File: src/rtl/dbg_trig_pkg.sv
//////////////////////////////
// Shared types, tdata1 views and constants of the debug trigger unit
// Modules pull these in with a wildcard import in their header
//////////////////////////////
`default_nettype none

package dbg_trig_pkg;

  localparam int XLEN        = 32;  // CSR and address width
  localparam int EXC_CAUSE_W = 11;  // Width of the exception cause

  // Trigger type, lives in tdata1[31:28]
  typedef enum logic [3:0] {
    TTYPE_ETRIGGER  = 4'd5,   // Exception trigger
    TTYPE_MCONTROL6 = 4'd6,   // Address match trigger
    TTYPE_DISABLED  = 4'd15   // Trigger does nothing
  } ttype_e;

  // Address compare modes, the only legal match values
  typedef enum logic [3:0] {
    MATCH_EQ = 4'd0,  // Equal
    MATCH_GE = 4'd2,  // Greater or equal
    MATCH_LT = 4'd3   // Less than
  } match_e;

  typedef enum logic [1:0] {
    PRIV_LVL_U = 2'b00,
    PRIV_LVL_M = 2'b11
  } priv_lvl_t;

  //////////////////////////////
  // tdata1 register views
  //////////////////////////////

  typedef struct packed {
    ttype_e      ttype;     // 31:28
    logic        dmode;     // 27, debug mode access only
    logic [10:0] zero1;     // 26:16 hit, size and select, all zero here
    logic [3:0]  action;    // 15:12, 1 enters debug mode
    logic        chain;     // 11
    match_e      match;     // 10:7
    logic        m;         // 6, match in M mode
    logic [1:0]  zero0;     // 5:4
    logic        u;         // 3, match in U mode
    logic        execute;   // 2
    logic        store;     // 1
    logic        load;      // 0
  } mcontrol6_t;

  typedef struct packed {
    ttype_e      ttype;     // 31:28
    logic        dmode;     // 27
    logic [16:0] zero1;     // 26:10
    logic        m;         // 9
    logic [1:0]  zero0;     // 8:7
    logic        u;         // 6
    logic [5:0]  action;    // 5:0
  } etrigger_t;

  // Same tdata1 word, decoded by type
  typedef union packed {
    mcontrol6_t      mc6;
    etrigger_t       etrig;
    logic [XLEN-1:0] raw;
  } tdata1_u;

  localparam logic [XLEN-1:0] TDATA1_DISABLED  = 32'hF800_0000;  // Type 15, dmode 1
  localparam logic [XLEN-1:0] ETRIG_CAUSE_MASK = 32'h0100_09AE;  // Causes 1,2,3,5,7,8,11,24
  localparam logic [XLEN-1:0] TINFO_VALUE      = 32'h0100_8060;  // Types 5, 6, 15; version 1

  // Privilege enable check shared by all match units
  function automatic logic priv_enabled(input logic      m_en,
                                        input logic      u_en,
                                        input priv_lvl_t lvl);
    return (m_en && (lvl == PRIV_LVL_M)) || (u_en && (lvl == PRIV_LVL_U));
  endfunction

endpackage

`default_nettype wire
File: src/rtl/trig_exc_match.sv
//////////////////////////////
// Exception trigger on the writeback exception cause
// ORs all etrigger hits into one flag
//////////////////////////////
`default_nettype none

module trig_exc_match
  import dbg_trig_pkg::*;
#(
  parameter int NUM_TRIGGERS = 2
) (
  input  wire tdata1_u                tdata1_i [NUM_TRIGGERS],
  input  wire logic [XLEN-1:0]        tdata2_i [NUM_TRIGGERS],
  input  wire logic                   exception_in_wb_i,
  input  wire logic [EXC_CAUSE_W-1:0] exception_cause_wb_i,
  input  wire priv_lvl_t              priv_lvl_wb_i,
  input  wire logic                   debug_mode_i,
  output logic                        etrigger_o
);

  localparam int IDX_W = $clog2(XLEN);  // Cause bits that index tdata2

  logic                    cause_ok;  // Cause fits inside tdata2
  logic [NUM_TRIGGERS-1:0] hit;

  assign cause_ok = exception_in_wb_i && (exception_cause_wb_i[EXC_CAUSE_W-1:IDX_W] == '0);

  for (genvar t = 0; t < NUM_TRIGGERS; t++) begin : gen_trig
    assign hit[t] = (tdata1_i[t].etrig.ttype == TTYPE_ETRIGGER) && cause_ok &&
                    tdata2_i[t][exception_cause_wb_i[IDX_W-1:0]] &&
                    priv_enabled(tdata1_i[t].etrig.m, tdata1_i[t].etrig.u, priv_lvl_wb_i);
  end

  assign etrigger_o = (|hit) && !debug_mode_i;

  always_comb begin
    a_exc_needs_wb: assert final (!etrigger_o || (exception_in_wb_i && !debug_mode_i));
  end

endmodule

`default_nettype wire

File: config.mk
export PLATFORM = sky130hd
export DESIGN_NAME = trig_exc_match
export DESIGN_NICKNAME = d
export VERILOG_FILES = /design/src/rtl/dbg_trig_pkg.sv /design/src/rtl/trig_exc_match.sv
export SDC_FILE = /design/constraint.sdc
export NUM_CORES = 1
export LEC_CHECK = 0
export BUFFER_PORTS_ARGS = -buffer_cell sky130_fd_sc_hd__clkbuf_2
export CAP_MARGIN = 20
export CORE_MARGIN = 2
export CORE_UTILIZATION = 21
export DETAILED_ROUTE_END_ITERATION = 10
export PLACE_DENSITY = 0.78
export RECOVER_POWER = 25
export SLEW_MARGIN = 0
export SYNTH_ARGS = -nofsm -noshare
export SYNTH_HDL_FRONTEND = slang
export SYNTH_SLANG_ARGS = --single-unit
export TNS_END_PERCENT = 30
File: constraint.sdc
create_clock -name vclk -period 1.9
set_clock_uncertainty 0.1 [all_clocks]
set_input_delay 0.19 -clock vclk [all_inputs]
set_output_delay 0.19 -clock vclk [all_outputs]
set_load 0.03 [all_outputs]
==> reports/results.ini <==
[place]
place_ws_ns = -0.541
gp_congestion = 0.727
port_buffers = 92
dp_hpwl_um = 2180

[grt]
grt.total_usage = 0.136
grt_first_pass_wirelength_um = 3660
antenna_found_initial = 0
grt_max_degree = 13
grt-ovfl-total = 0
grt_pass1_vias = 916

[final_layout]
fillers = 278
layout.nets = 292
seq_cells = 0
diodes = 0
drive_gt1_frac = 0.782
seq_area_um2 = 0
multi_input_area_um2 = 587
syn_to_final_growth_pct = 96.2
n_clock_buffer = 0
utilization = 0.428

[setup_path]
setup.worst_path.end_class = output port
crit_type = input pin to output port
crit_family = multiplexers
path_common_cell = mux4_2
slowest_stage = mux4_2
crit_chain = clkbuf_16 -> mux4_2 -> mux4_2 -> mux2i_2 -> nor4_2 -> a31o_2 -> buf_8
worstPathRequired_ns = 1.61
cp-start-kind = input pin
path_buf_inv = 2
slowest_delay_ns = 0.50
worstPathMaxFanout = 5
crit_arrival_ns = 1.91

[pwr]
power.switching_uw = 76.8
p_leak_uw = 0.000607
p_sw_frac = 0.335
power_frac_seq = 0
pwr-share-comb = 1.000
pwr_density_cell_nw_per_um2 = 196
peakVddDrop_mv = 0.112
clkPwrFrac = 0
p_int_uw = 152

[sta]
drv_slew = 0
period_minus_slack_ns = 2.20
setup_viol = 1
timing.final.ws_setup_ns = -0.301
finalSetupTns_ns = -0.301
max_slew.worst_pin.slew_ns = 0.353
period_share = 1.16
finalHoldViolations = 0
relSlewSlack = 0.765
fmax_mhz = 454
rsz0062_at_grt = true

[floorplan]
core_um2 = 2730
dieWidth_um = 57.3
ioPinCount = 144
die-area_um2 = 3280
start_util = 0.218
die_y_um = 57.3
core.rowCount = 19

[synthesis]
syn_area_per_cell_um2 = 11.5
synth.top_cell.area_share = 0.528
yosysWarnings = 0
synth_top_cell_by_area = mux4_2
syn_nets = 195
yosys.area_share.simple = 0.151
synth.distinct_cells = 22
synth_area_leaders = mux4_2, mux2i_1, a221oi_1
muxShareOfSynthArea = 0.679
synth_top_family_by_area = multiplexers
syn_area_um2 = 597
netlist_instances = 52
ys_seq_area_frac = 0
synth-xor-area-share = 0
synth_fa_ha_area_frac = 0
synth_compound_area_frac = 0.136

[detailed_routing]
routed_wl_um = 2340
vias = 886
dr.first_iter.drc_count = 17
drtPass1Iterations = 3
drcViolationCount = 0
avgViaCountPerCell = 4.98
ant_nets = 0
routedWlPerCell_um = 13.2

[status]
outcome = finished, violations left
violations = negative setup slack

[clock_tree]
cts_hold_buffers = 0

[hold_path]
hold_path.class = input pin to output port

[run]
cap_violations = 0

final cells by class:
| type | instances | area share |
|---|---|---|
| inverter | 1 | 0.00321 |
| tap | 31 | 0.0331 |
| multi-input combinational | 48 | 0.501 |
| timing repair buffer | 98 | 0.463 |
per-layer routing:
metal | share of wire | GRT usage
met5 | 0 | 0
met4 | 0 | 0.00997
met3 | 0.13 | 0.0227
met2 | 0.45 | 0.248
met1 | 0.41 | 0.175
power groups by stage:
stage	Sequential, uW	Clock (uW)	Combinational (uW)
after global placement	0	0	217
after floorplan	0	0	109
final	0	0	229
after CTS	0	0	228
after detailed placement	0	0	221
after global routing	0	0	252
placed cells by master (no fill, tap or decap), drive strengths merged:
master   instances
nor4             2
o21ai            2
nor4b            1
clkbuf          92
nor2b            1
mux4            14
nor2             1
and2             1
nand2            1
a31o             1
a22oi            2
nand4bb          1
buf              6
nand3            2
inv              1
mux2i            9
nand3b           1
nor3b            2
nor3             1
a31oi            2
a221oi           4
what timing repair did:
action | 4_1_cts | 5_1_grt
setup endpoints to repair | 1 | 1
resized for setup | 5 | 3
cloned | 1 | 0
pin swaps | 1 | 1
buffers inserted | 0 | 0
logic make-up after synthesis:
logic type / count (synthesis)
mux: 23
buf+inv: 4
compound gates: 11
simple gates: 14
cells in the mapped netlist, drive strengths merged:
cell and count:
nor3 1, clkbuf 1, and2 1, a31oi 2
mux4 14, nand2 1, nor2b 1, a22oi 2
nand3b 1, o21ai 2, a31o 1, nand3 2
a221oi 4, inv 1, nor4 2, nand4bb 1
nor4b 1, nor2 1, mux2i 9, buf 2
nor3b 2
worst paths after layout:
check	start	endpoint	slack, ns	depth (start not counted)
max	exception_cause_wb_i[0]	etrigger_o	-0.30	7
min	exception_cause_wb_i[4]	etrigger_o	0.77	4
per-stage QoR:
stage	power (uW)	hold WS, ns	area [um^2]	instances
after floorplan	109	0.572	611	52
after global placement	217	0.809	1120	177
after detailed placement	221	0.821	1120	177
after CTS	228	0.781	1160	178
after global routing	252	0.820	1170	178
final	229	0.768	1170	178
Note: power is estimated with default switching activity, not from simulation.
