### config.mk
export PLATFORM = sky130hd
export DESIGN_NAME = trig_lsu_match
export DESIGN_NICKNAME = d
export VERILOG_FILES = /design/src/rtl/dbg_trig_pkg.sv /design/src/rtl/trig_lsu_match.sv
export SDC_FILE = /design/constraint.sdc
export NUM_CORES = 1
export LEC_CHECK = 0
export ABC_AREA = 0
export BUFFER_PORTS_ARGS = -buffer_cell sky130_fd_sc_hd__clkbuf_2
export CAP_MARGIN = 20
export CORE_MARGIN = 10
export CORE_UTILIZATION = 37
export DETAILED_ROUTE_END_ITERATION = 10
export PLACE_DENSITY = 0.93
export SYNTH_ARGS = -nofsm -noshare
export SYNTH_HDL_FRONTEND = slang
export SYNTH_SLANG_ARGS = --single-unit
### constraint.sdc
create_clock -name vclk -period 1.7
set_input_delay 0.255 -clock vclk [all_inputs]
set_output_delay 0.255 -clock vclk [all_outputs]
set_load 0.1 [all_outputs]
### src/rtl/dbg_trig_pkg.sv
//////////////////////////////
// Shared types, tdata1 views and constants of the debug trigger unit
// Modules pull these in with a wildcard import in their header
//////////////////////////////
`default_nettype none

package dbg_trig_pkg;

  localparam int XLEN        = 32;  // CSR and address width
  localparam int EXC_CAUSE_W = 11;  // Width of the exception cause

  // Trigger type, lives in tdata1[31:28]
  typedef enum logic [3:0] {
    TTYPE_ETRIGGER  = 4'd5,   // Exception trigger
    TTYPE_MCONTROL6 = 4'd6,   // Address match trigger
    TTYPE_DISABLED  = 4'd15   // Trigger does nothing
  } ttype_e;

  // Address compare modes, the only legal match values
  typedef enum logic [3:0] {
    MATCH_EQ = 4'd0,  // Equal
    MATCH_GE = 4'd2,  // Greater or equal
    MATCH_LT = 4'd3   // Less than
  } match_e;

  typedef enum logic [1:0] {
    PRIV_LVL_U = 2'b00,
    PRIV_LVL_M = 2'b11
  } priv_lvl_t;

  //////////////////////////////
  // tdata1 register views
  //////////////////////////////

  typedef struct packed {
    ttype_e      ttype;     // 31:28
    logic        dmode;     // 27, debug mode access only
    logic [10:0] zero1;     // 26:16 hit, size and select, all zero here
    logic [3:0]  action;    // 15:12, 1 enters debug mode
    logic        chain;     // 11
    match_e      match;     // 10:7
    logic        m;         // 6, match in M mode
    logic [1:0]  zero0;     // 5:4
    logic        u;         // 3, match in U mode
    logic        execute;   // 2
    logic        store;     // 1
    logic        load;      // 0
  } mcontrol6_t;

  typedef struct packed {
    ttype_e      ttype;     // 31:28
    logic        dmode;     // 27
    logic [16:0] zero1;     // 26:10
    logic        m;         // 9
    logic [1:0]  zero0;     // 8:7
    logic        u;         // 6
    logic [5:0]  action;    // 5:0
  } etrigger_t;

  // Same tdata1 word, decoded by type
  typedef union packed {
    mcontrol6_t      mc6;
    etrigger_t       etrig;
    logic [XLEN-1:0] raw;
  } tdata1_u;

  localparam logic [XLEN-1:0] TDATA1_DISABLED  = 32'hF800_0000;  // Type 15, dmode 1
  localparam logic [XLEN-1:0] ETRIG_CAUSE_MASK = 32'h0100_09AE;  // Causes 1,2,3,5,7,8,11,24
  localparam logic [XLEN-1:0] TINFO_VALUE      = 32'h0100_8060;  // Types 5, 6, 15; version 1

  // Privilege enable check shared by all match units
  function automatic logic priv_enabled(input logic      m_en,
                                        input logic      u_en,
                                        input priv_lvl_t lvl);
    return (m_en && (lvl == PRIV_LVL_M)) || (u_en && (lvl == PRIV_LVL_U));
  endfunction

endpackage

`default_nettype wire
### src/rtl/trig_lsu_match.sv
//////////////////////////////
// Load/store address match on the LSU access in EX
// Uses the byte enables to find the touched address span
//////////////////////////////
`default_nettype none

module trig_lsu_match
  import dbg_trig_pkg::*;
#(
  parameter int NUM_TRIGGERS = 2
) (
  input  wire tdata1_u            tdata1_i [NUM_TRIGGERS],
  input  wire logic [XLEN-1:0]    tdata2_i [NUM_TRIGGERS],
  input  wire logic               lsu_valid_i,
  input  wire logic [XLEN-1:0]    lsu_addr_i,
  input  wire logic               lsu_we_i,    // 1 is a store
  input  wire logic [3:0]         lsu_be_i,
  input  wire priv_lvl_t          priv_lvl_i,
  input  wire logic               debug_mode_i,
  output logic [NUM_TRIGGERS-1:0] match_o
);

  logic [1:0]      be_low;     // Lowest enabled byte
  logic [1:0]      be_high;    // Highest enabled byte
  logic [XLEN-1:0] addr_low;   // First byte touched
  logic [XLEN-1:0] addr_high;  // Last byte touched

  //////////////////////////////
  // Access span
  //////////////////////////////

  always_comb begin
    be_low  = 2'd0;
    be_high = 2'd0;
    for (int b = 0; b < 4; b++) begin
      if (lsu_be_i[b]) begin
        be_high = 2'(b);  // Last one set wins
      end
    end
    for (int b = 3; b >= 0; b--) begin
      if (lsu_be_i[b]) begin
        be_low = 2'(b);
      end
    end
  end

  assign addr_low  = {lsu_addr_i[XLEN-1:2], be_low};
  assign addr_high = {lsu_addr_i[XLEN-1:2], be_high};

  for (genvar t = 0; t < NUM_TRIGGERS; t++) begin : gen_trig
    logic byte_hit;   // Some enabled byte sits at tdata2[1:0]
    logic addr_hit;
    logic dir_en;     // Load or store enabled for this direction

    assign byte_hit = |(lsu_be_i & (4'b0001 << tdata2_i[t][1:0]));

    always_comb begin
      case (tdata1_i[t].mc6.match)
        MATCH_GE: addr_hit = (addr_high >= tdata2_i[t]);
        MATCH_LT: addr_hit = (addr_low  <  tdata2_i[t]);
        default:  addr_hit = (lsu_addr_i[XLEN-1:2] == tdata2_i[t][XLEN-1:2]) && byte_hit;
      endcase
    end

    assign dir_en = (tdata1_i[t].mc6.load && !lsu_we_i) || (tdata1_i[t].mc6.store && lsu_we_i);

    assign match_o[t] = (tdata1_i[t].mc6.ttype == TTYPE_MCONTROL6) && lsu_valid_i && dir_en &&
                        priv_enabled(tdata1_i[t].mc6.m, tdata1_i[t].mc6.u, priv_lvl_i) &&
                        !debug_mode_i && addr_hit;
  end

  always_comb begin
    a_no_idle_match: assert final (lsu_valid_i || (match_o == '0));
  end

endmodule

`default_nettype wire

==> summary.txt <==
worst hold slack = 970 ps
Slew Limit Fails = 0
Area after DPL = 3090 um^2
Clock buffer cells = 0
worst-margin pin slew = 409 ps
Post-Synth Adder-Cell Area = 41.9%
Inst Count DP = 508
syn_area_per_cell = 6.93 um^2
Initial Utilization = 38.3%
failing checks = negative setup slack
grt ovf = 0
startpoint types = primary input
synthesized cell area = 1970 um^2
status = finished with violations
xor/xnor cell area share of the yosys netlist = 0%
io pins = 171
num sequential = 0
first-pass GRT wire length = 12.2 mm
fin area = 3420 um^2
sequential area share after synthesis = 0%
# DRC = 0
Slew HR = 72.5%
register area = 0 um^2
Iter 0 DRT Violations = 57
Vias = 2655
Die Y = 93.0 um
Via density = 5.18
post-synthesis mux area share = 3.30%
Yosys cell types = 38
area grow syn2layout = 73.6%
core box area = 5140 um^2
initial antenna violation count = 0
largest net degree at the start of global routing = 6
Simple-Gate Fraction of Synth Area = 19.1%
Total Routed Length = 8.15 mm
# nets final = 680
Final ANT Viol Nets = 0
Static Leakage = 1.90 nW
f_max = 427 MHz
Crit Path Max Fanout = 3
Tcrit/Tclk final = 138%
setup-violating endpoint count in the final report = 2
Layout Cells excl Fill = 513
Fillers = 456
RSZ-0062 raised after global routing = yes
Placer Congestion = 0.860
worst path arrival time = 2080 ps
Synth Area in Compound Gates = 22.3%
Syn Inst Count = 284
number of diodes = 0
Final Hold Vio Count = 0
wire per inst = 15.9 um
Ys Warns = 0
post-DP HPWL = 7.03 mm
first drt pass iteration count = 4
Critical Path RT = 1440 ps
port bufs = 129
Tmin final = 2340 ps
Worst setup EP type = output port
ratio of cells with drive above 1 in the final layout = 51.2%
max cap viols = 0
Die Area = 8640 um^2
vias in the first global route = 2821
PnR worst setup slack = -640 ps
gr usage total = 16.5%
Die Width = 93.0 um
Worst Hold Class = primary input to output port
largest family of logic cells by synthesized area = adder cells
maximum VDD drop = 0.120 mV
Rows = 26
Net Count, Synth = 519
Pwr per Cell Area = 231 nW/um^2
Worst Path Class, Setup = primary input to output port
[cells by family (layout without fill, tap and decap cells)]
| family | count (synthesis) | after routing |
|---|---|---|
| multiplexers | 4 | 4 |
| buffers and inverters | 70 | 229 |
| adder cells (fa/ha/maj) | 66 | 66 |
| AND/OR/NAND/NOR | 76 | 76 |
| AO/OA/AOI/OAI | 68 | 68 |
[worst max-delay path: stages]
cell,delay (ps)
buf_6,100
buf_4,120
ha_1,310
nand4_1,220
nor2_2,210
nand4_1,120
a221o_1,370
a31oi_4,180
buf_12,190
[cell type report]
class	count	area, um^2	share of cell area (%)
multi-input combinational	214	2110	61.6
timing repair buffer	159	948	27.7
inverter	70	278	8.12
tap	70	87.6	2.56
[what timing repair did]
action | 4_1_cts | 5_1_grt
cloned | 0 | 0
hold buffers | 0 | 0
gates resized for setup | 7 | 60
pin swaps | 9 | 35
endpoints found under the setup margin | 2 | 2
setup buffers | 2 | 3
[Yosys cell counts (2+ instances only)]
library cell	count	area share, %
o211ai_1	3	1.1
nor2b_1	2	0.64
nor3_1	4	1.0
or2_2	2	0.64
a31oi_1	3	0.95
o311ai_0	2	0.89
o21a_1	2	0.76
nand2b_1	2	0.64
nand3_1	5	1.3
and2_1	2	0.64
inv_1	70	13
a21oi_1	28	7.1
mux2i_1	2	1.0
a221o_1	2	1.0
nor4_1	2	0.64
ha_1	66	42
o2111ai_1	2	0.89
o21ai_0	12	3.0
nand4_1	12	3.8
a21o_1	3	1.1
nor3b_1	2	0.76
mux4_2	2	2.3
nand2_1	27	5.1
nor2_1	12	2.3
a211o_1	2	0.89
[through the flow]
| stage | total power [mW] | setup WS [ps] | setup TNS, ps | utilization [%] |
|---|---|---|---|---|
| finish | 0.790 | -640 | -1240 | 66.5 |
| CTS | 0.697 | -601 | -1190 | 61.2 |
| floorplan | 0.355 | -622 | -1180 | - |
| detailed placement | 0.677 | -685 | -1350 | 60.2 |
| global route | 0.885 | -741 | -1420 | 66.5 |
| global placement | 0.636 | -605 | -1200 | 60.2 |
[path summary, 6_finish.rpt]
path           start  depth (start not counted)         end
max   lsu_addr_i[15]                          9  match_o[0]
min      tdata1_i[7]                          4  match_o[1]
[metal layers]
metal | up-vias | part of all wire, % | track usage [%]
met5 | - | 0 | 0
met4 | 0 | 3.4 | 3.73
met3 | 22 | 6.9 | 3.63
met2 | 99 | 55 | 34.0
met1 | 1202 | 35 | 15.8
li1 | 1332 | - | -
[power breakdown]
| group | switching (mW) | internal [mW] | total, mW |
|---|---|---|---|
| registers | 0 | 0 | 0 |
| logic | 0.385 | 0.406 | 0.790 |
| clock network | 0 | 0 | 0 |
| total | 0.385 | 0.406 | 0.790 |
[cell usage in the layout, fill, tap and decap left out, drive strengths merged, types with 5 or more instances in the layout]
cell type | Yosys | layout
buf | 0 | 43
nor2 | 12 | 12
inv | 70 | 70
a21oi | 28 | 28
o21ai | 12 | 12
nand2 | 27 | 27
ha | 66 | 66
nand3 | 5 | 5
nor3 | 5 | 5
clkbuf | 0 | 116
nand4 | 12 | 12
Note: power is estimated with default switching activity, not from simulation.
