===== src/rtl/dbg_trig_pkg.sv =====
//////////////////////////////
// Shared types, tdata1 views and constants of the debug trigger unit
// Modules pull these in with a wildcard import in their header
//////////////////////////////
`default_nettype none

package dbg_trig_pkg;

  localparam int XLEN        = 32;  // CSR and address width
  localparam int EXC_CAUSE_W = 11;  // Width of the exception cause

  // Trigger type, lives in tdata1[31:28]
  typedef enum logic [3:0] {
    TTYPE_ETRIGGER  = 4'd5,   // Exception trigger
    TTYPE_MCONTROL6 = 4'd6,   // Address match trigger
    TTYPE_DISABLED  = 4'd15   // Trigger does nothing
  } ttype_e;

  // Address compare modes, the only legal match values
  typedef enum logic [3:0] {
    MATCH_EQ = 4'd0,  // Equal
    MATCH_GE = 4'd2,  // Greater or equal
    MATCH_LT = 4'd3   // Less than
  } match_e;

  typedef enum logic [1:0] {
    PRIV_LVL_U = 2'b00,
    PRIV_LVL_M = 2'b11
  } priv_lvl_t;

  //////////////////////////////
  // tdata1 register views
  //////////////////////////////

  typedef struct packed {
    ttype_e      ttype;     // 31:28
    logic        dmode;     // 27, debug mode access only
    logic [10:0] zero1;     // 26:16 hit, size and select, all zero here
    logic [3:0]  action;    // 15:12, 1 enters debug mode
    logic        chain;     // 11
    match_e      match;     // 10:7
    logic        m;         // 6, match in M mode
    logic [1:0]  zero0;     // 5:4
    logic        u;         // 3, match in U mode
    logic        execute;   // 2
    logic        store;     // 1
    logic        load;      // 0
  } mcontrol6_t;

  typedef struct packed {
    ttype_e      ttype;     // 31:28
    logic        dmode;     // 27
    logic [16:0] zero1;     // 26:10
    logic        m;         // 9
    logic [1:0]  zero0;     // 8:7
    logic        u;         // 6
    logic [5:0]  action;    // 5:0
  } etrigger_t;

  // Same tdata1 word, decoded by type
  typedef union packed {
    mcontrol6_t      mc6;
    etrigger_t       etrig;
    logic [XLEN-1:0] raw;
  } tdata1_u;

  localparam logic [XLEN-1:0] TDATA1_DISABLED  = 32'hF800_0000;  // Type 15, dmode 1
  localparam logic [XLEN-1:0] ETRIG_CAUSE_MASK = 32'h0100_09AE;  // Causes 1,2,3,5,7,8,11,24
  localparam logic [XLEN-1:0] TINFO_VALUE      = 32'h0100_8060;  // Types 5, 6, 15; version 1

  // Privilege enable check shared by all match units
  function automatic logic priv_enabled(input logic      m_en,
                                        input logic      u_en,
                                        input priv_lvl_t lvl);
    return (m_en && (lvl == PRIV_LVL_M)) || (u_en && (lvl == PRIV_LVL_U));
  endfunction

endpackage

`default_nettype wire

===== src/rtl/trig_exec_match.sv =====
//////////////////////////////
// Instruction address match on the fetch PC
// One combinational match bit per trigger
//////////////////////////////
`default_nettype none

module trig_exec_match
  import dbg_trig_pkg::*;
#(
  parameter int NUM_TRIGGERS = 2
) (
  input  wire tdata1_u            tdata1_i [NUM_TRIGGERS],
  input  wire logic [XLEN-1:0]    tdata2_i [NUM_TRIGGERS],
  input  wire logic [XLEN-1:0]    pc_if_i,
  input  wire priv_lvl_t          priv_lvl_if_i,
  input  wire logic               debug_mode_i,
  output logic [NUM_TRIGGERS-1:0] match_o
);

  for (genvar t = 0; t < NUM_TRIGGERS; t++) begin : gen_trig
    logic addr_hit;  // PC versus tdata2 by match mode

    always_comb begin
      case (tdata1_i[t].mc6.match)
        MATCH_GE: addr_hit = (pc_if_i >= tdata2_i[t]);
        MATCH_LT: addr_hit = (pc_if_i <  tdata2_i[t]);
        default:  addr_hit = (pc_if_i == tdata2_i[t]);  // Only EQ is left after WARL
      endcase
    end

    assign match_o[t] = (tdata1_i[t].mc6.ttype == TTYPE_MCONTROL6) &&
                        tdata1_i[t].mc6.execute &&
                        priv_enabled(tdata1_i[t].mc6.m, tdata1_i[t].mc6.u, priv_lvl_if_i) &&
                        !debug_mode_i && addr_hit;
  end

  // Debug mode never sees its own breakpoints
  always_comb begin
    a_no_dbg_match: assert final (!(debug_mode_i && (|match_o)));
  end

endmodule

`default_nettype wire


===== config.mk =====
export PLATFORM = sky130hd
export DESIGN_NAME = trig_exec_match
export DESIGN_NICKNAME = d
export VERILOG_FILES = /design/src/rtl/dbg_trig_pkg.sv /design/src/rtl/trig_exec_match.sv
export SDC_FILE = /design/constraint.sdc
export NUM_CORES = 1
export LEC_CHECK = 0
export BUFFER_PORTS_ARGS = -buffer_cell sky130_fd_sc_hd__buf_2
export CORE_MARGIN = 5
export CORE_UTILIZATION = 39
export DETAILED_ROUTE_END_ITERATION = 6
export MAX_ROUTING_LAYER = met4
export PLACE_DENSITY = 0.87
export SLEW_MARGIN = 20
export SYNTH_ARGS = -nofsm -noshare
export SYNTH_HDL_FRONTEND = slang
export SYNTH_SLANG_ARGS = --single-unit

===== constraint.sdc =====
create_clock -name vclk -period 2.94
set_input_delay 0.441 -clock vclk [all_inputs]
set_output_delay 0.441 -clock vclk [all_outputs]
set_load 0.005 [all_outputs]

==> run_results.csv, run 1 <==
group,metric,value,unit
timing,max_freq,0.355,GHz
critical_path,critical_path.slowest_cell,"a221o_1",
layout,seq_area,0,um2
timing,fin_crit,2820,ps
timing,maxSlewViolCount,0,
floorplan,initial_utilization,39.7,%
place,port_buffers,123,
global_routing,grt-ovfl-total,0,
critical_path,startpoint_type,"input port",
pwr,p_clk_share,0,%
synthesis,synth.largest_area_cell,"ha_1",
synthesis,seq_area_frac_synth,0,%
critical_path,critPathKind,"in -> out",
critical_path,critical-path-top-delay-family,"compound AO/OA/AOI/OAI gates",
critical_path,cp.arrival,2370,ps
synthesis,synthesis.area,1700,um2
timing,hold_viol,0,
detailed_routing,drtIter0Drc,32,
hold_path,worstHoldPathCells,4,
layout,final_cell_mix,"123 x buf_2, 63 x inv_1, 63 x ha_1",
critical_path,required,2500,ps
clocking,postCtsResizedCells,0,
layout,clockBufferCount,0,
pwr,switching_share,48.5,%
critical_path,critPathMaxStageDelay,360,ps
layout,final_common_cell,"buf_2",
detailed_routing,wl,5080,um
floorplan,dieHeight,76.1,um
global_routing,grt_pass1_wl,8450,um
timing,setup_viol,0,
critical_path,end_kind,"output pin",
layout,drive_gt1_share,35.3,%
pwr,cell_internal_pwr,0.146,mW
clocking,cts_setup_buffers,0,
layout,syn2layout_area_growth,42.8,%
critical_path,crit_chain,"buf_2, inv_1, ha_4, a21oi_2, nand2_1, a221o_1, o311a_1, o31a_1, o221a_1, buf_2",
timing,post-route-period-util,95.8,%
layout,seq_cell_count,0,
clocking,holdBufCountCts,0,
detailed_routing,num_vias,2055,
critical_path,path_max_fanout,3,
pwr,power.leakage,1.53,nW
detailed_routing,drc_errors,0,
outcome,outcome,"completed",
pwr,p_switching,0.137,mW
timing,fin_tns_setup,0,ps
detailed_routing,drtPass1Iterations,4,
floorplan,die_x,76.1,um
place,place_congestion,0.831,
synthesis,synth.distinct_cells,30,
synthesis,syn_inst,242,
critical_path,crit_buf_inv,3,
synthesis,synth.avg_cell_area,7.04,um2
synthesis,synth_nets,469,
global_routing,grtUsageTotal,16.7,%
pwr,p_comb_share,100.0,%
run,drv_cap,0,
critical_path,path_depth,10,
global_routing,antenna_found_initial,0,
pwr,powerDensity,117,nW/um2
synthesis,synth_area_leaders,"ha_1 47%, inv_1 14%, a21oi_1 6.2%",
layout,n_antenna_cell,0,
timing,rsz0062_at_grt,"false",
critical_path,cp_common_cell,"buf_2",
timing,worst_pin_slew,450,ps
synthesis,ys_warn_count,0,
detailed_routing,viasPerCell,4.89,
place,hpwl,4810,um
floorplan,io_pins,165,
synthesis,synth_top_area_share,47.0,%
pwr,p_seq_share,0,%
global_routing,grt_pass1_vias,2121,
floorplan,rows,24,
floorplan,die_area,5790,um2
pwr,ir_drop,0.0000624,V
global_routing,grt_max_degree,4,
detailed_routing,drtAntennaViolNets,0,
pwr,power,0.283,mW
layout,finalNetCount,597,
timing,relSlewSlack,69.7,%
hold_path,hold_path_class,"in -> out",
floorplan,core,4290,um2
detailed_routing,wire_per_inst,12.1,um
[through the flow]
stage	instances	hold slack, ps	utilization, %	worst slack, ps	instance area (um2)
floorplan	242	1040	-	341	1700
global placement	420	1280	56.0	61.9	2410
detailed placement	420	1300	56.0	49.4	2410
CTS	420	1300	56.0	52.8	2410
global route	420	1360	56.6	35.0	2430
finish	420	1300	56.6	125	2430
[path summary, 6_finish.rpt]
path          from          to
max   tdata2_i[14]  match_o[1]
min   tdata1_i[39]  match_o[0]
[cell usage after synthesis (3+ instances only)]
cell	number
nand4_1	10
ha_1	64
nand2_1	22
a21oi_1	21
o211ai_1	5
nor2_1	9
o21ai_0	6
nor4_1	3
a21o_1	3
nand3_1	7
inv_1	63
a221oi_1	3
[per-layer routing]
metal | part of all wire (%) | vias up | wire length (um) | global-route usage (%)
met5 | 0 | - | 0 | -
met4 | 0.65 | 0 | 33 | 1.05
met3 | 8.3 | 4 | 419 | 3.07
met2 | 50 | 83 | 2560 | 31.4
met1 | 41 | 856 | 2070 | 19.0
li1 | - | 1112 | - | -
[layout make-up]
type                            count  area, um2
Tap cell                           52       65.1
Fill cell                         417       1860
Timing Repair Buffer              126        638
Multi-Input combinational cell    179       1490
Inverter                           63        236
[cells by family (layout without fill, tap and decap cells)]
family / after synthesis / after routing / share of synthesized area (%)
adder cells (fa/ha/maj): 64 / 64 / 47.0
AND/OR/NAND/NOR: 63 / 63 / 18.8
AO/OA/AOI/OAI: 52 / 52 / 20.3
buffers and inverters: 63 / 189 / 13.9
[power groups by stage]
| stage | Sequential, mW | Clock, mW | Combinational [mW] |
|---|---|---|---|
| after floorplan | 0 | 0 | 0.151 |
| after global placement | 0 | 0 | 0.266 |
| after detailed placement | 0 | 0 | 0.278 |
| after CTS | 0 | 0 | 0.281 |
| after global routing | 0 | 0 | 0.330 |
| final | 0 | 0 | 0.283 |
Note: power is estimated with default switching activity, not from simulation.
==> inputs of run 2 (changes only) <==
--- a/config.mk
+++ b/config.mk
@@ -7,10 +7,10 @@
 export LEC_CHECK = 0
 export BUFFER_PORTS_ARGS = -buffer_cell sky130_fd_sc_hd__buf_2
 export CORE_MARGIN = 5
-export CORE_UTILIZATION = 39
+export CORE_UTILIZATION = 35
 export DETAILED_ROUTE_END_ITERATION = 6
 export MAX_ROUTING_LAYER = met4
-export PLACE_DENSITY = 0.87
+export PLACE_DENSITY = 0.82
 export SLEW_MARGIN = 20
 export SYNTH_ARGS = -nofsm -noshare
 export SYNTH_HDL_FRONTEND = slang
==> constraint.sdc (replaced) <==
create_clock -name vclk -period 2.38
set_input_delay 0.357 -clock vclk [all_inputs]
set_output_delay 0.357 -clock vclk [all_outputs]
set_load 0.005 [all_outputs]
==> run 2 against run 1 <==
Effect of this change:
- the flow now finishes with violations (negative setup slack)
- die area up 9.9%
- total power up 60%
- utilization up 5.3 points
- routed wire length up 14%
- cell count up 7.6%
- combinational power up 61%
- sequential share of layout area unchanged
- critical path type unchanged
- largest power group unchanged
==> run_results.csv, run 2 (same netlist as run 1, synthesis figures left out) <==
group,metric,value,unit
clocking,holdBufCountCts,0,
global_routing,grt_max_degree,4,
outcome,outcome,"finished with violations",
pwr,power,0.455,mW
floorplan,dieHeight,79.8,um
floorplan,io_pins,165,
detailed_routing,drtAntennaViolNets,0,
detailed_routing,num_vias,2189,
critical_path,crit_chain,"buf_8, ha_4, nand4_1, or4_4, a21o_1, a31oi_4, o31a_1, o211a_1, buf_2",
critical_path,end_kind,"output pin",
critical_path,critPathKind,"in -> out",
timing,hold_viol,0,
timing,setup_viol,2,
global_routing,grt_pass1_vias,2353,
detailed_routing,wire_per_inst,12.8,um
pwr,powerDensity,156,nW/um2
pwr,switching_share,45.6,%
place,place_congestion,0.844,
run,drv_cap,0,
pwr,p_switching,0.207,mW
place,port_buffers,123,
layout,final_cell_mix,"109 x buf_2, 50 x inv_1, 48 x ha_1",
pwr,power.leakage,1.64,nW
detailed_routing,drc_errors,0,
pwr,p_seq_share,0,%
detailed_routing,drtIter0Drc,10,
critical_path,cp.arrival,2250,ps
critical_path,critical_path.slowest_cell,"or4_4",
global_routing,grt_pass1_wl,9430,um
timing,fin_ws,-224,ps
global_routing,antenna_found_initial,0,
critical_path,crit_buf_inv,2,
detailed_routing,drtPass1Iterations,4,
floorplan,rows,25,
timing,max_freq,0.384,GHz
floorplan,die_x,79.8,um
outcome,violations,"negative setup slack",
place,hpwl,4930,um
critical_path,startpoint_type,"input port",
layout,n_antenna_cell,0,
timing,worst_pin_slew,466,ps
global_routing,grt-ovfl-total,0,
global_routing,grtUsageTotal,18.1,%
layout,seq_area,0,um2
timing,rsz0062_at_grt,"true",
layout,finalNetCount,614,
pwr,cell_internal_pwr,0.247,mW
floorplan,die_area,6360,um2
pwr,ir_drop,0.000100,V
floorplan,core,4720,um2
timing,post-route-period-util,109,%
timing,maxSlewViolCount,0,
critical_path,critPathMaxStageDelay,580,ps
layout,syn2layout_area_growth,71.6,%
layout,fin_area,2920,um2
critical_path,path_max_fanout,2,
timing,fin_crit,2600,ps
layout,seq_cell_count,0,
floorplan,initial_utilization,36.1,%
pwr,p_clk_share,0,%
pwr,p_comb_share,100.0,%
place,place_area,2550,um2
hold_path,hold_path_class,"in -> out",
detailed_routing,viasPerCell,4.84,
layout,clockBufferCount,0,
layout,final_common_cell,"buf_2",
detailed_routing,wl,5800,um
critical_path,required,2020,ps
timing,relSlewSlack,68.1,%
layout,drive_gt1_share,47.5,%
critical_path,critical-path-top-delay-family,"simple AND/OR/NAND/NOR gates",
==> run 2: changes by cell type in the layout (fill, tap and decap cells not counted), moves of 3 or more <==
cell / change
a21oi_2: +3
inv_1: -13
buf_2: -14
ha_1: -15
inv_4: +3
inv_2: +10
buf_4: +17
a21oi_1: -3
buf_6: +12
ha_4: +15
==> run 2: metal layers <==
metal	global-route usage, %	vias to the layer above	wire length [um]
li1	-	1150	-
met3	2.71	6	454
met4	2.36	0	65
met2	36.9	77	3150
met1	18.5	956	2140
met5	-	-	0
==> run 2: metrics by stage <==
stage | setup TNS [ps] | instances | hold WS, ps | worst slack, ps | util, %
6_report | -414 | 452 | 1070 | -224 | 61.9
5_1_grt | -597 | 452 | 1100 | -316 | 61.9
4_1_cts | -345 | 451 | 1080 | -195 | 59.2
3_5_place_dp | -588 | 450 | 1080 | -356 | 54.0
3_3_place_gp | -595 | 450 | 1070 | -371 | 54.0
2_1_floorplan | 0 | 242 | 867 | 15.0 | -
==> run 2: final timing paths <==
kind / cells after the start / end / slack, ps / startpoint
setup / recovery: 9 / match_o[0] / -220 / pc_if_i[9]
hold / removal: 4 / match_o[0] / 1070 / tdata1_i[63]
==> run 2: power groups by stage <==
stage / combinational [mW] / clock, mW / sequential, mW
final: 0.455 / 0 / 0
after global placement: 0.361 / 0 / 0
after CTS: 0.423 / 0 / 0
after detailed placement: 0.376 / 0 / 0
after floorplan: 0.189 / 0 / 0
after global routing: 0.521 / 0 / 0
==> run 2: area by class of cell <==
type	instances	area, um2
Fill cell	402	1800
Timing Repair Buffer	143	861
Multi-Input combinational cell	179	1730
Inverter	63	244
Tap cell	67	83.8
==> run 2: what timing repair did <==
action / in CTS / in global routing
gates resized for setup: 47 / 22
setup endpoints to repair: 2 / 2
pin swaps: 29 / 13
buffers inserted: 1 / 1
cloned: 0 / 0
